--- src/rtl/mag_compass_pkg.sv ---
package mag_compass_pkg;

    ////////////////////////////////////////////////////////////
    // widths that carry a meaning
    ////////////////////////////////////////////////////////////

    // sensor register address
    typedef logic [7:0] reg_addr_t;

    // one byte read from or written to the sensor
    typedef logic [7:0] reg_data_t;

    // signed axis value, two bytes little endian on the sensor
    typedef logic signed [15:0] sample_t;

    // byte position inside one sample, 0 to 5
    typedef logic [2:0] byte_idx_t;

    // destination of an assembled sample
    typedef enum logic [1:0] {
        phase_cal_set,
        phase_cal_reset,
        phase_run
    } meas_phase_t;

    ////////////////////////////////////////////////////////////
    // sensor register map
    ////////////////////////////////////////////////////////////

    // x low, x high, y low, y high, z low, z high
    localparam reg_addr_t REG_DATA_BASE = 8'h00;
    // bit 0 set once a measurement is done
    localparam reg_addr_t REG_STATUS    = 8'h06;
    localparam reg_addr_t REG_CTRL      = 8'h07;

    // control register commands
    localparam reg_data_t CMD_REFILL  = 8'h80;
    localparam reg_data_t CMD_SET     = 8'h20;
    localparam reg_data_t CMD_RESET   = 8'h40;
    localparam reg_data_t CMD_MEASURE = 8'h01;

endpackage

--- src/rtl/mag_sequencer.sv ---
module mag_sequencer #(
    parameter int unsigned STARTUP_CYCLES = 1_000_000,
    parameter int unsigned SETTLE_CYCLES  = 5_000_000,
    parameter int unsigned POLL_CYCLES    = 792_000
) (
    input  logic                         clk,
    input  logic                         reset_l,
    input  logic                         start,
    output logic                         cmd_valid,
    output logic                         cmd_write,
    output mag_compass_pkg::reg_addr_t   cmd_addr,
    output mag_compass_pkg::reg_data_t   cmd_wdata,
    input  logic                         cmd_done,
    input  mag_compass_pkg::reg_data_t   cmd_rdata,
    output logic                         byte_strobe,
    output mag_compass_pkg::byte_idx_t   byte_idx,
    output mag_compass_pkg::meas_phase_t phase
);
    import mag_compass_pkg::*;

    typedef enum logic [3:0] {
        st_startup,
        st_refill,
        st_settle,
        st_pulse,
        st_measure,
        st_poll_wait,
        st_status,
        st_read,
        st_idle
    } seq_state_t;

    seq_state_t  state;
    logic [31:0] wait_cnt;
    logic [31:0] wait_limit;
    logic        wait_over;
    byte_idx_t   byte_cnt;

    // length of the current wait step
    always_comb begin
        case (state)
            st_startup:   wait_limit = STARTUP_CYCLES;
            st_settle:    wait_limit = SETTLE_CYCLES;
            default:      wait_limit = POLL_CYCLES;
        endcase
    end

    assign wait_over = (wait_cnt == wait_limit - 32'd1);

    ////////////////////////////////////////////////////////////
    // step sequencing
    ////////////////////////////////////////////////////////////

    always_ff @(posedge clk) begin
        if (!reset_l) begin
            state    <= st_startup;
            wait_cnt <= '0;
            byte_cnt <= '0;
            phase    <= phase_cal_set;
        end else begin
            case (state)
                st_startup, st_settle, st_poll_wait: begin
                    if (wait_over) begin
                        wait_cnt <= '0;
                        case (state)
                            st_startup: state <= st_refill;
                            st_settle:  state <= st_pulse;
                            default:    state <= st_status;
                        endcase
                    end else begin
                        wait_cnt <= wait_cnt + 32'd1;
                    end
                end
                st_refill:  if (cmd_done) state <= st_settle;
                st_pulse:   if (cmd_done) state <= st_measure;
                st_measure: if (cmd_done) state <= st_poll_wait;
                st_status: begin
                    // not ready yet, stay and poll again
                    if (cmd_done && cmd_rdata[0]) begin
                        byte_cnt <= '0;
                        state    <= st_read;
                    end
                end
                st_read: begin
                    if (cmd_done) begin
                        if (byte_cnt == byte_idx_t'(5)) begin
                            byte_cnt <= '0;
                            case (phase)
                                phase_cal_set: begin
                                    phase <= phase_cal_reset;
                                    state <= st_refill;
                                end
                                phase_cal_reset: begin
                                    phase <= phase_run;
                                    state <= st_idle;
                                end
                                default: state <= start ? st_measure : st_idle;
                            endcase
                        end else begin
                            byte_cnt <= byte_cnt + byte_idx_t'(1);
                        end
                    end
                end
                st_idle:  if (start) state <= st_measure;
                default:  state <= st_idle;
            endcase
        end
    end

    ////////////////////////////////////////////////////////////
    // transaction decode
    ////////////////////////////////////////////////////////////

    always_comb begin
        cmd_valid = 1'b0;
        cmd_write = 1'b0;
        cmd_addr  = REG_CTRL;
        cmd_wdata = '0;
        case (state)
            st_refill: begin
                cmd_valid = 1'b1;
                cmd_write = 1'b1;
                cmd_wdata = CMD_REFILL;
            end
            st_pulse: begin
                cmd_valid = 1'b1;
                cmd_write = 1'b1;
                cmd_wdata = (phase == phase_cal_set) ? CMD_SET : CMD_RESET;
            end
            st_measure: begin
                cmd_valid = 1'b1;
                cmd_write = 1'b1;
                cmd_wdata = CMD_MEASURE;
            end
            st_status: begin
                cmd_valid = 1'b1;
                cmd_addr  = REG_STATUS;
            end
            st_read: begin
                cmd_valid = 1'b1;
                cmd_addr  = REG_DATA_BASE + reg_addr_t'(byte_cnt);
            end
            default: begin
            end
        endcase
    end

    // byte is in cmd_rdata during the done pulse
    assign byte_strobe = (state == st_read) && cmd_done;
    assign byte_idx    = byte_cnt;

endmodule

--- src/rtl/mag_bus_port.sv ---
module mag_bus_port (
    input  logic                       clk,
    input  logic                       reset_l,
    input  logic                       cmd_valid,
    input  logic                       cmd_write,
    input  mag_compass_pkg::reg_addr_t cmd_addr,
    input  mag_compass_pkg::reg_data_t cmd_wdata,
    output logic                       cmd_done,
    output mag_compass_pkg::reg_data_t cmd_rdata,
    output logic                       txn_req,
    output logic                       txn_write,
    output mag_compass_pkg::reg_addr_t txn_addr,
    output mag_compass_pkg::reg_data_t txn_wdata,
    input  logic                       txn_ack,
    input  mag_compass_pkg::reg_data_t txn_rdata
);

    typedef enum logic [1:0] {
        st_idle,
        st_ack_high,
        st_ack_low
    } port_state_t;

    port_state_t state;
    logic        accept;

    // cmd_valid is still high during the done pulse, so skip that cycle
    assign accept = (state == st_idle) && cmd_valid && !cmd_done;

    always_ff @(posedge clk) begin
        if (!reset_l) begin
            state    <= st_idle;
            txn_req  <= 1'b0;
            cmd_done <= 1'b0;
        end else begin
            cmd_done <= 1'b0;
            case (state)
                st_idle: begin
                    if (accept) begin
                        txn_req <= 1'b1;
                        state   <= st_ack_high;
                    end
                end
                st_ack_high: begin
                    if (txn_ack) begin
                        txn_req <= 1'b0;
                        state   <= st_ack_low;
                    end
                end
                st_ack_low: begin
                    // handshake closed, agent has released ack
                    if (!txn_ack) begin
                        cmd_done <= 1'b1;
                        state    <= st_idle;
                    end
                end
                default: state <= st_idle;
            endcase
        end
    end

    // request fields and read data
    always_ff @(posedge clk) begin
        if (accept) begin
            txn_write <= cmd_write;
            txn_addr  <= cmd_addr;
            txn_wdata <= cmd_wdata;
        end
        if (state == st_ack_high && txn_ack) begin
            cmd_rdata <= txn_rdata;
        end
    end

endmodule

--- src/rtl/mag_result.sv ---
module mag_result (
    input  logic                         clk,
    input  logic                         reset_l,
    input  logic                         byte_strobe,
    input  mag_compass_pkg::byte_idx_t   byte_idx,
    input  mag_compass_pkg::meas_phase_t phase,
    input  mag_compass_pkg::reg_data_t   cmd_rdata,
    output mag_compass_pkg::sample_t     x_data,
    output mag_compass_pkg::sample_t     y_data,
    output mag_compass_pkg::sample_t     z_data,
    output logic                         out_valid
);
    import mag_compass_pkg::*;

    // bytes 0 to 4 of the sample in flight
    reg_data_t byte_q [0:4];

    sample_t raw_x;
    sample_t raw_y;
    sample_t raw_z;

    // SET calibration sample
    sample_t cal_x;
    sample_t cal_y;
    sample_t cal_z;

    // mean of SET and RESET samples
    sample_t off_x;
    sample_t off_y;
    sample_t off_z;

    logic last_byte;

    // 17 bit sum, arithmetic shift by one, keep 16 bits
    function automatic sample_t mean2(input sample_t a, input sample_t b);
        logic [16:0] sum;
        sum = {a[15], a} + {b[15], b};
        return sample_t'(sum[16:1]);
    endfunction

    assign last_byte = byte_strobe && (byte_idx == byte_idx_t'(5));

    // z high comes straight from the bus in the last byte cycle
    assign raw_x = {byte_q[1], byte_q[0]};
    assign raw_y = {byte_q[3], byte_q[2]};
    assign raw_z = {cmd_rdata, byte_q[4]};

    ////////////////////////////////////////////////////////////
    // sample assembly and offset correction
    ////////////////////////////////////////////////////////////

    always_ff @(posedge clk) begin
        if (byte_strobe && byte_idx < byte_idx_t'(5)) begin
            byte_q[byte_idx] <= cmd_rdata;
        end
        if (last_byte) begin
            case (phase)
                phase_cal_set: begin
                    cal_x <= raw_x;
                    cal_y <= raw_y;
                    cal_z <= raw_z;
                end
                phase_cal_reset: begin
                    off_x <= mean2(cal_x, raw_x);
                    off_y <= mean2(cal_y, raw_y);
                    off_z <= mean2(cal_z, raw_z);
                end
                default: begin
                    // wraps in 16 bits
                    x_data <= raw_x - off_x;
                    y_data <= raw_y - off_y;
                    z_data <= raw_z - off_z;
                end
            endcase
        end
    end

    always_ff @(posedge clk) begin
        if (!reset_l) begin
            out_valid <= 1'b0;
        end else begin
            out_valid <= last_byte && (phase == phase_run);
        end
    end

endmodule

--- src/rtl/mag_compass_top.sv ---
module mag_compass_top #(
    parameter int unsigned STARTUP_CYCLES = 1_000_000,
    parameter int unsigned SETTLE_CYCLES  = 5_000_000,
    parameter int unsigned POLL_CYCLES    = 792_000
) (
    input  logic                       clk,
    input  logic                       reset_l,
    input  logic                       start,
    output logic                       txn_req,
    output logic                       txn_write,
    output mag_compass_pkg::reg_addr_t txn_addr,
    output mag_compass_pkg::reg_data_t txn_wdata,
    input  logic                       txn_ack,
    input  mag_compass_pkg::reg_data_t txn_rdata,
    output mag_compass_pkg::sample_t   x_data,
    output mag_compass_pkg::sample_t   y_data,
    output mag_compass_pkg::sample_t   z_data,
    output logic                       out_valid
);
    import mag_compass_pkg::*;

    ////////////////////////////////////////////////////////////
    // sequencer to bus port
    ////////////////////////////////////////////////////////////
    logic      cmd_valid;
    logic      cmd_write;
    reg_addr_t cmd_addr;
    reg_data_t cmd_wdata;
    logic      cmd_done;
    reg_data_t cmd_rdata;

    // sequencer to result stage
    logic        byte_strobe;
    byte_idx_t   byte_idx;
    meas_phase_t phase;

    mag_sequencer #(
        .STARTUP_CYCLES (STARTUP_CYCLES),
        .SETTLE_CYCLES  (SETTLE_CYCLES),
        .POLL_CYCLES    (POLL_CYCLES)
    ) u_sequencer (
        .clk         (clk),
        .reset_l     (reset_l),
        .start       (start),
        .cmd_valid   (cmd_valid),
        .cmd_write   (cmd_write),
        .cmd_addr    (cmd_addr),
        .cmd_wdata   (cmd_wdata),
        .cmd_done    (cmd_done),
        .cmd_rdata   (cmd_rdata),
        .byte_strobe (byte_strobe),
        .byte_idx    (byte_idx),
        .phase       (phase)
    );

    mag_bus_port u_bus_port (
        .clk       (clk),
        .reset_l   (reset_l),
        .cmd_valid (cmd_valid),
        .cmd_write (cmd_write),
        .cmd_addr  (cmd_addr),
        .cmd_wdata (cmd_wdata),
        .cmd_done  (cmd_done),
        .cmd_rdata (cmd_rdata),
        .txn_req   (txn_req),
        .txn_write (txn_write),
        .txn_addr  (txn_addr),
        .txn_wdata (txn_wdata),
        .txn_ack   (txn_ack),
        .txn_rdata (txn_rdata)
    );

    mag_result u_result (
        .clk         (clk),
        .reset_l     (reset_l),
        .byte_strobe (byte_strobe),
        .byte_idx    (byte_idx),
        .phase       (phase),
        .cmd_rdata   (cmd_rdata),
        .x_data      (x_data),
        .y_data      (y_data),
        .z_data      (z_data),
        .out_valid   (out_valid)
    );

endmodule

--- config.mk ---
export PLATFORM = sky130hd
export DESIGN_NAME = mag_compass_top
export DESIGN_NICKNAME = d
export VERILOG_FILES = /design/src/rtl/mag_compass_pkg.sv /design/src/rtl/mag_sequencer.sv /design/src/rtl/mag_bus_port.sv /design/src/rtl/mag_result.sv /design/src/rtl/mag_compass_top.sv
export SDC_FILE = /design/constraint.sdc
export NUM_CORES = 1
export LEC_CHECK = 0
export BUFFER_PORTS_ARGS = -buffer_cell sky130_fd_sc_hd__buf_2
export CAP_MARGIN = 20
export CORE_MARGIN = 4
export CORE_UTILIZATION = 25
export CTS_BUF_LIST = sky130_fd_sc_hd__clkbuf_8
export CTS_CLUSTER_SIZE = 30
export DETAILED_ROUTE_END_ITERATION = 8
export SETUP_SLACK_MARGIN = 0.2
export SYNTH_ARGS = -nofsm -noshare
export SYNTH_HDL_FRONTEND = slang
export SYNTH_SLANG_ARGS = --single-unit
--- constraint.sdc ---
create_clock -name clk -period 8.85 [get_ports clk]
set_input_delay 0.4425 -clock clk [delete_from_list [all_inputs] [get_ports clk]]
set_output_delay 0.4425 -clock clk [all_outputs]
set_load 0.005 [all_outputs]
Word level (Yosys, flattened, before mapping) --
Memory sizes are Yosys's and may differ from the RTL's. Cells that the tools add are included.
Storage, ports and cells: register bits after elaboration 215, word-level logic and storage cells 120, memories 1, bits of input ports 12, memory bits (writable) 40, output and inout port bits 67
Memory list:
- u_result.byte_q | depth 5, width 8, read ports 5, clocked after memory_dff 0, wr ports 1, RTL line mag_result.sv:16 | reg_data_t byte_q [0:4];
Cells by class: $lt $le $gt $ge 1, bitwise operators 1, equality and inequality tests 25, add/sub/neg operators 9, multiplexer cells 34, reduce and logical (&&, ||, !) cells 28
Operators with widths (number):
- adder 16 x 16 -> 17 bit | 3
- subtractor 16 bit | 3
- case mux 23 bit (2 select lines) | 1
- 2-to-1 mux 4 bit | 9
- adder 32 x 1 -> 32 bit, second input constant | 1
- equality test 32 bit | 1
- 2-to-1 mux 32 bit | 1
- case mux 4 bit (7 select lines) | 1
- case mux 8 bit (3 select lines) | 1
- subtractor 23 x 1 -> 24 bit, second input constant | 1
- case mux 3 bit (2 select lines) | 3
- equality test 4 x 3 -> 1 bit, second input constant | 4
- inequality test 2 x 1 -> 1 bit, second input constant | 8
- 2-to-1 mux 3 bit | 3
- AND reduction 3 bit | 3
- equality test 4 x 2 -> 1 bit, second input constant | 2
- logical AND 1 bit | 8
- case mux 4 bit (2 select lines) | 1
- AND reduction 2 bit | 4
- AND reduction 8 bit | 1
- 2-to-1 mux 1 bit | 7
- 2-to-1 mux 7 bit | 1
- 2-to-1 mux 2 bit | 3
- inequality test 2 bit, second input constant | 3
- other kinds (19) | 25

Logic depth before layout (Yosys ltp) --
word-level depth 7, gate-level depth with buffers 10, mapped depth without buffers 10

Modules after synthesis --
Synthesis repeated with hierarchy kept, for this count alone.
Unflattened totals: cell total of the unflattened synthesis 1096, area, all modules 13000.0 um2
By module, submodules not included:
- mag_result | instances 1, area each 9813.2 um2, cells an instance 781
- mag_sequencer | instances 1, area each 2267.2 um2, cells an instance 277
- mag_bus_port | instances 1, area each 919.6 um2, cells an instance 38

Worst setup path before layout --
Ideal clock, no wire load.
path type flip-flop to flip-flop, start point reg u_sequencer.state[2], end point reg u_result.cal_x[0], enable pin, buffers on the path 1, library setup time 515 ps, cell stages (with the launch flop) 7, arrival time 4748 ps, setup slack 3587 ps, required time 8335 ps, path through dfxtp_1 -> clkbuf_1 -> nand2_1 -> or2_2 -> nor3_1 -> nand3_1 -> nor3_1
On the way: cells in the longest elaborated chain, start to end 4
RTL lines:
- start, declared | RTL line mag_sequencer.sv:33 | seq_state_t state;
- start signal, assigned | RTL line mag_sequencer.sv:56 | state <= st_startup;
- start signal, assigned | RTL line mag_sequencer.sv:66 | st_startup: state <= st_refill;
- start signal, assigned | RTL line mag_sequencer.sv:67 | st_settle: state <= st_pulse;
- equality test 4 x 3 -> 1 bit | RTL line mag_sequencer.sv:149 | assign byte_strobe = (state == st_read) && cmd_done;
- logical AND 1 bit | RTL line mag_sequencer.sv:149
- logical AND 1 bit | RTL line mag_result.sv:41 | assign last_byte = byte_strobe && (byte_idx == byte_idx_t'(5));
- AND reduction 2 bit (no line)
- end signal, assigned | RTL line mag_result.sv:59 | cal_x <= raw_x;
- end, declared | RTL line mag_result.sv:23 | sample_t cal_x;
No other way between the ends. A chain may end at the register's enable or synchronous reset.

==> results.cfg <==
[outcome]
status = completed

[timing]
fmax_mhz = 323
hold_viol_final = 0
maxSlewHeadroom = 0.453
finalClockSkew_ps = 35.5
finalCriticalPeriod_ps = 3100
fin_setup_tns_ps = 0
timing.final.max_slew_violations = 0
rsz0062_at_grt = no
finalSetupViolations = 0
tightest_slew_ps = 799
worst_slack_ps = 5750
hold_ws_ps = 81.5
fin_crit_sh = 0.350

[layout]
diodes = 0
layout_commonest_cell = edfxtp_1
final_cell_mix = edfxtp_1 (200), nor2_1 (102), ha_1 (91), inv_1 (90), buf_2 (69)
drive_above_1_share = 0.122
nets = 1313
fillCellCount = 5159
syn_to_final_growth_pct = 15.2
fin_util = 0.292

[critical_path]
critPathMaxFanout = 5
critPathTopFamily = compound AO/OA/AOI/OAI gates
slowest_delay_ps = 740
worstPathCellList = ha_1, a31o_2, a21oi_1, o21ai_0, a2111oi_0, o21ai_0, a31oi_1, xnor2_1
critical_path.n_buffers_inverters = 0
cp-end-kind = register
cp_slowest_cell = a2111oi_0
worstSetupPathType = reg -> reg
worst_path_most_repeated_cell = o21ai_0
worstPathArrival_ps = 3390
critPathLaunchType = register
critPathRequiredTime_ps = 9140

[yosys]
ys_seq_elements = 246
synth-compound-area-share = 0.109
ys_warn_count = 0
synth_top_family_by_area = simple AND/OR/NAND/NOR gates
synthesis.area_sq_um = 12700
synth_adder_area_share = 0.0991
yosysSeqAreaShare = 0.545
avgSynthCellArea_sq_um = 11.5
ys.flop_type = edfxtp_1
muxShareOfSynthArea = 0.00167
synthDistinctLibCells = 71
synthSimpleGateAreaFrac = 0.136
synth_async_sr_flop_share = 0
synth_edf_count = 200
synthXorXnorAreaFrac = 0.0738
syn_inst = 1102

[pwr]
ir_worst_vdd_uv = 87.8
power_density_nw_per_um2 = 154
p_leak_nw = 5.54
finalPower_w = 0.00226

[hold_path]
hold_path_class = in -> reg

[route]
wl_per_cell_um = 13.7
ant_nets = 0
vias = 8471
initialDrtViolationCount = 688
routed_wl_um = 26100
via_per_inst = 4.44
first_pass_iters = 5
drc = 0

[clocking]
cts_tree = built
cts_resized = 0
htreeDepth = 2
clockBufferDepth = 3
post_cts.repair.setup_buffers = 0
numCtsBuffers = 43
holdBufCountCts = 0
clk_pin_slew_ps = 60
cts.sinks = 246
worstSkewPairLatency_ps = 570
cts_root_buffer = clkbuf_8

[floorplanning]
die_x_um = 233
die_area_sq_um = 54500
core_area_sq_um = 50200
die_h_um = 233
rows = 82
ios = 79
start_util = 0.253

[global_route]
grt_pass1_wl_um = 41600
grt-ovfl-total = 0
grt_usage = 0.0946
grt_max_degree = 50
antenna_found_initial = 0
grt_pass1_vias = 8130

[place]
io_buffers = 69
hpwl_um = 18500
place_worst_setup_slack_ps = 5840
place_congestion = 0.764

[job]
drv_cap = 0
-- cell usage after synthesis (13+ instances only) --
cell type	n	area [sq um]
inv_1	78	293
ha_1	91	1140
dfxtp_1	46	921
nor3_1	29	145
o21ai_0	32	160
edfxtp_1	200	6010
nor2b_1	23	144
o21a_1	19	143
a21oi_1	63	315
nand4_1	14	87.6
and3_1	13	81.3
a21o_1	17	128
nor2_1	102	383
nand2_1	48	180
nand3_1	25	125
or3_1	13	81.3
and2_1	15	93.8
xnor2_1	66	578
xor2_1	41	359
-- cell families after synthesis --
group | Yosys count
simple gates | 336
flops | 246
compound gates | 210
xor+xnor | 107
buf+inv | 103
fa+ha+maj | 97
mux | 2
other cells | 1
-- final cells by class --
cell class / count / area, sq um / share of cell area
clock buffer: 46 / 633 / 0.0433
clock inverter: 29 / 181 / 0.0124
inverter: 78 / 293 / 0.0200
multi-input combinational: 761 / 5380 / 0.368
sequential: 246 / 6930 / 0.473
tap: 672 / 841 / 0.0574
timing repair buffer: 74 / 383 / 0.0262
-- path summary, 6_finish.rpt --
kind | from | endpoint | slack, ps | cells after the start
setup / recovery | u_result.byte_q[4][1]$_DFFE_PP_ | u_result.off_z[14]$_DFFE_PP_ | 5750 | 8
hold / removal | txn_rdata[7] | u_bus_port.cmd_rdata[7]$_DFFE_PP_ | 80 | 1
setup reg to reg | u_result.byte_q[4][1]$_DFFE_PP_ | u_result.off_z[14]$_DFFE_PP_ | 5750 | 8
hold reg to reg | u_result.byte_q[4][2]$_DFFE_PP_ | u_result.cal_z[2]$_DFFE_PP_ | 500 | 0
-- layer usage --
metal  global-route usage  part of all wire  vias to the layer above
li1                     -                 -                     4244
met1                0.130              0.48                     3969
met2                0.150              0.44                      214
met3               0.0222             0.061                       44
met4               0.0241             0.020                        0
met5                    0                 0                        -
-- state kept, by name (all words and copies together), names as in the netlist, 2 cells and up --
name	cells
u_result.off_x	16
u_sequencer.state	4
u_sequencer.byte_idx	3
u_bus_port.state	2
u_result.z_data	16
u_result.cal_y	16
u_result.cal_x	16
u_result.cal_z	16
u_sequencer.wait_cnt	32
u_result.off_z	16
u_bus_port.cmd_rdata	8
u_result.byte_q	40
u_sequencer.phase	2
u_result.y_data	16
u_result.x_data	16
u_result.off_y	16
u_bus_port.txn_addr	3
u_bus_port.txn_wdata	4
-- power breakdown --
| group | leakage, nW | switching [W] | internal [W] |
|---|---|---|---|
| sequential | 2.17 | 0.00000452 | 0.00124 |
| clock | 0.462 | 0.000459 | 0.000538 |
| combinational | 2.91 | 0.0000106 | 0.00000807 |
| total | 5.54 | 0.000474 | 0.00178 |
-- through the flow --
step | std cells | instance area, sq um
after floorplan | 1110 | 12700
after global placement | 1831 | 13800
after detailed placement | 1831 | 13800
after CTS | 1906 | 14600
after global routing | 1906 | 14600
final | 1906 | 14600
-- worst reg2reg max path, stage by stage (launching register included) --
cell,delay (ps)
edfxtp_1,490
ha_1,330
a31o_2,240
a21oi_1,280
o21ai_0,210
a2111oi_0,740
o21ai_0,220
a31oi_1,240
xnor2_1,80
No activity file was read; power rests on OpenSTA's default activity.
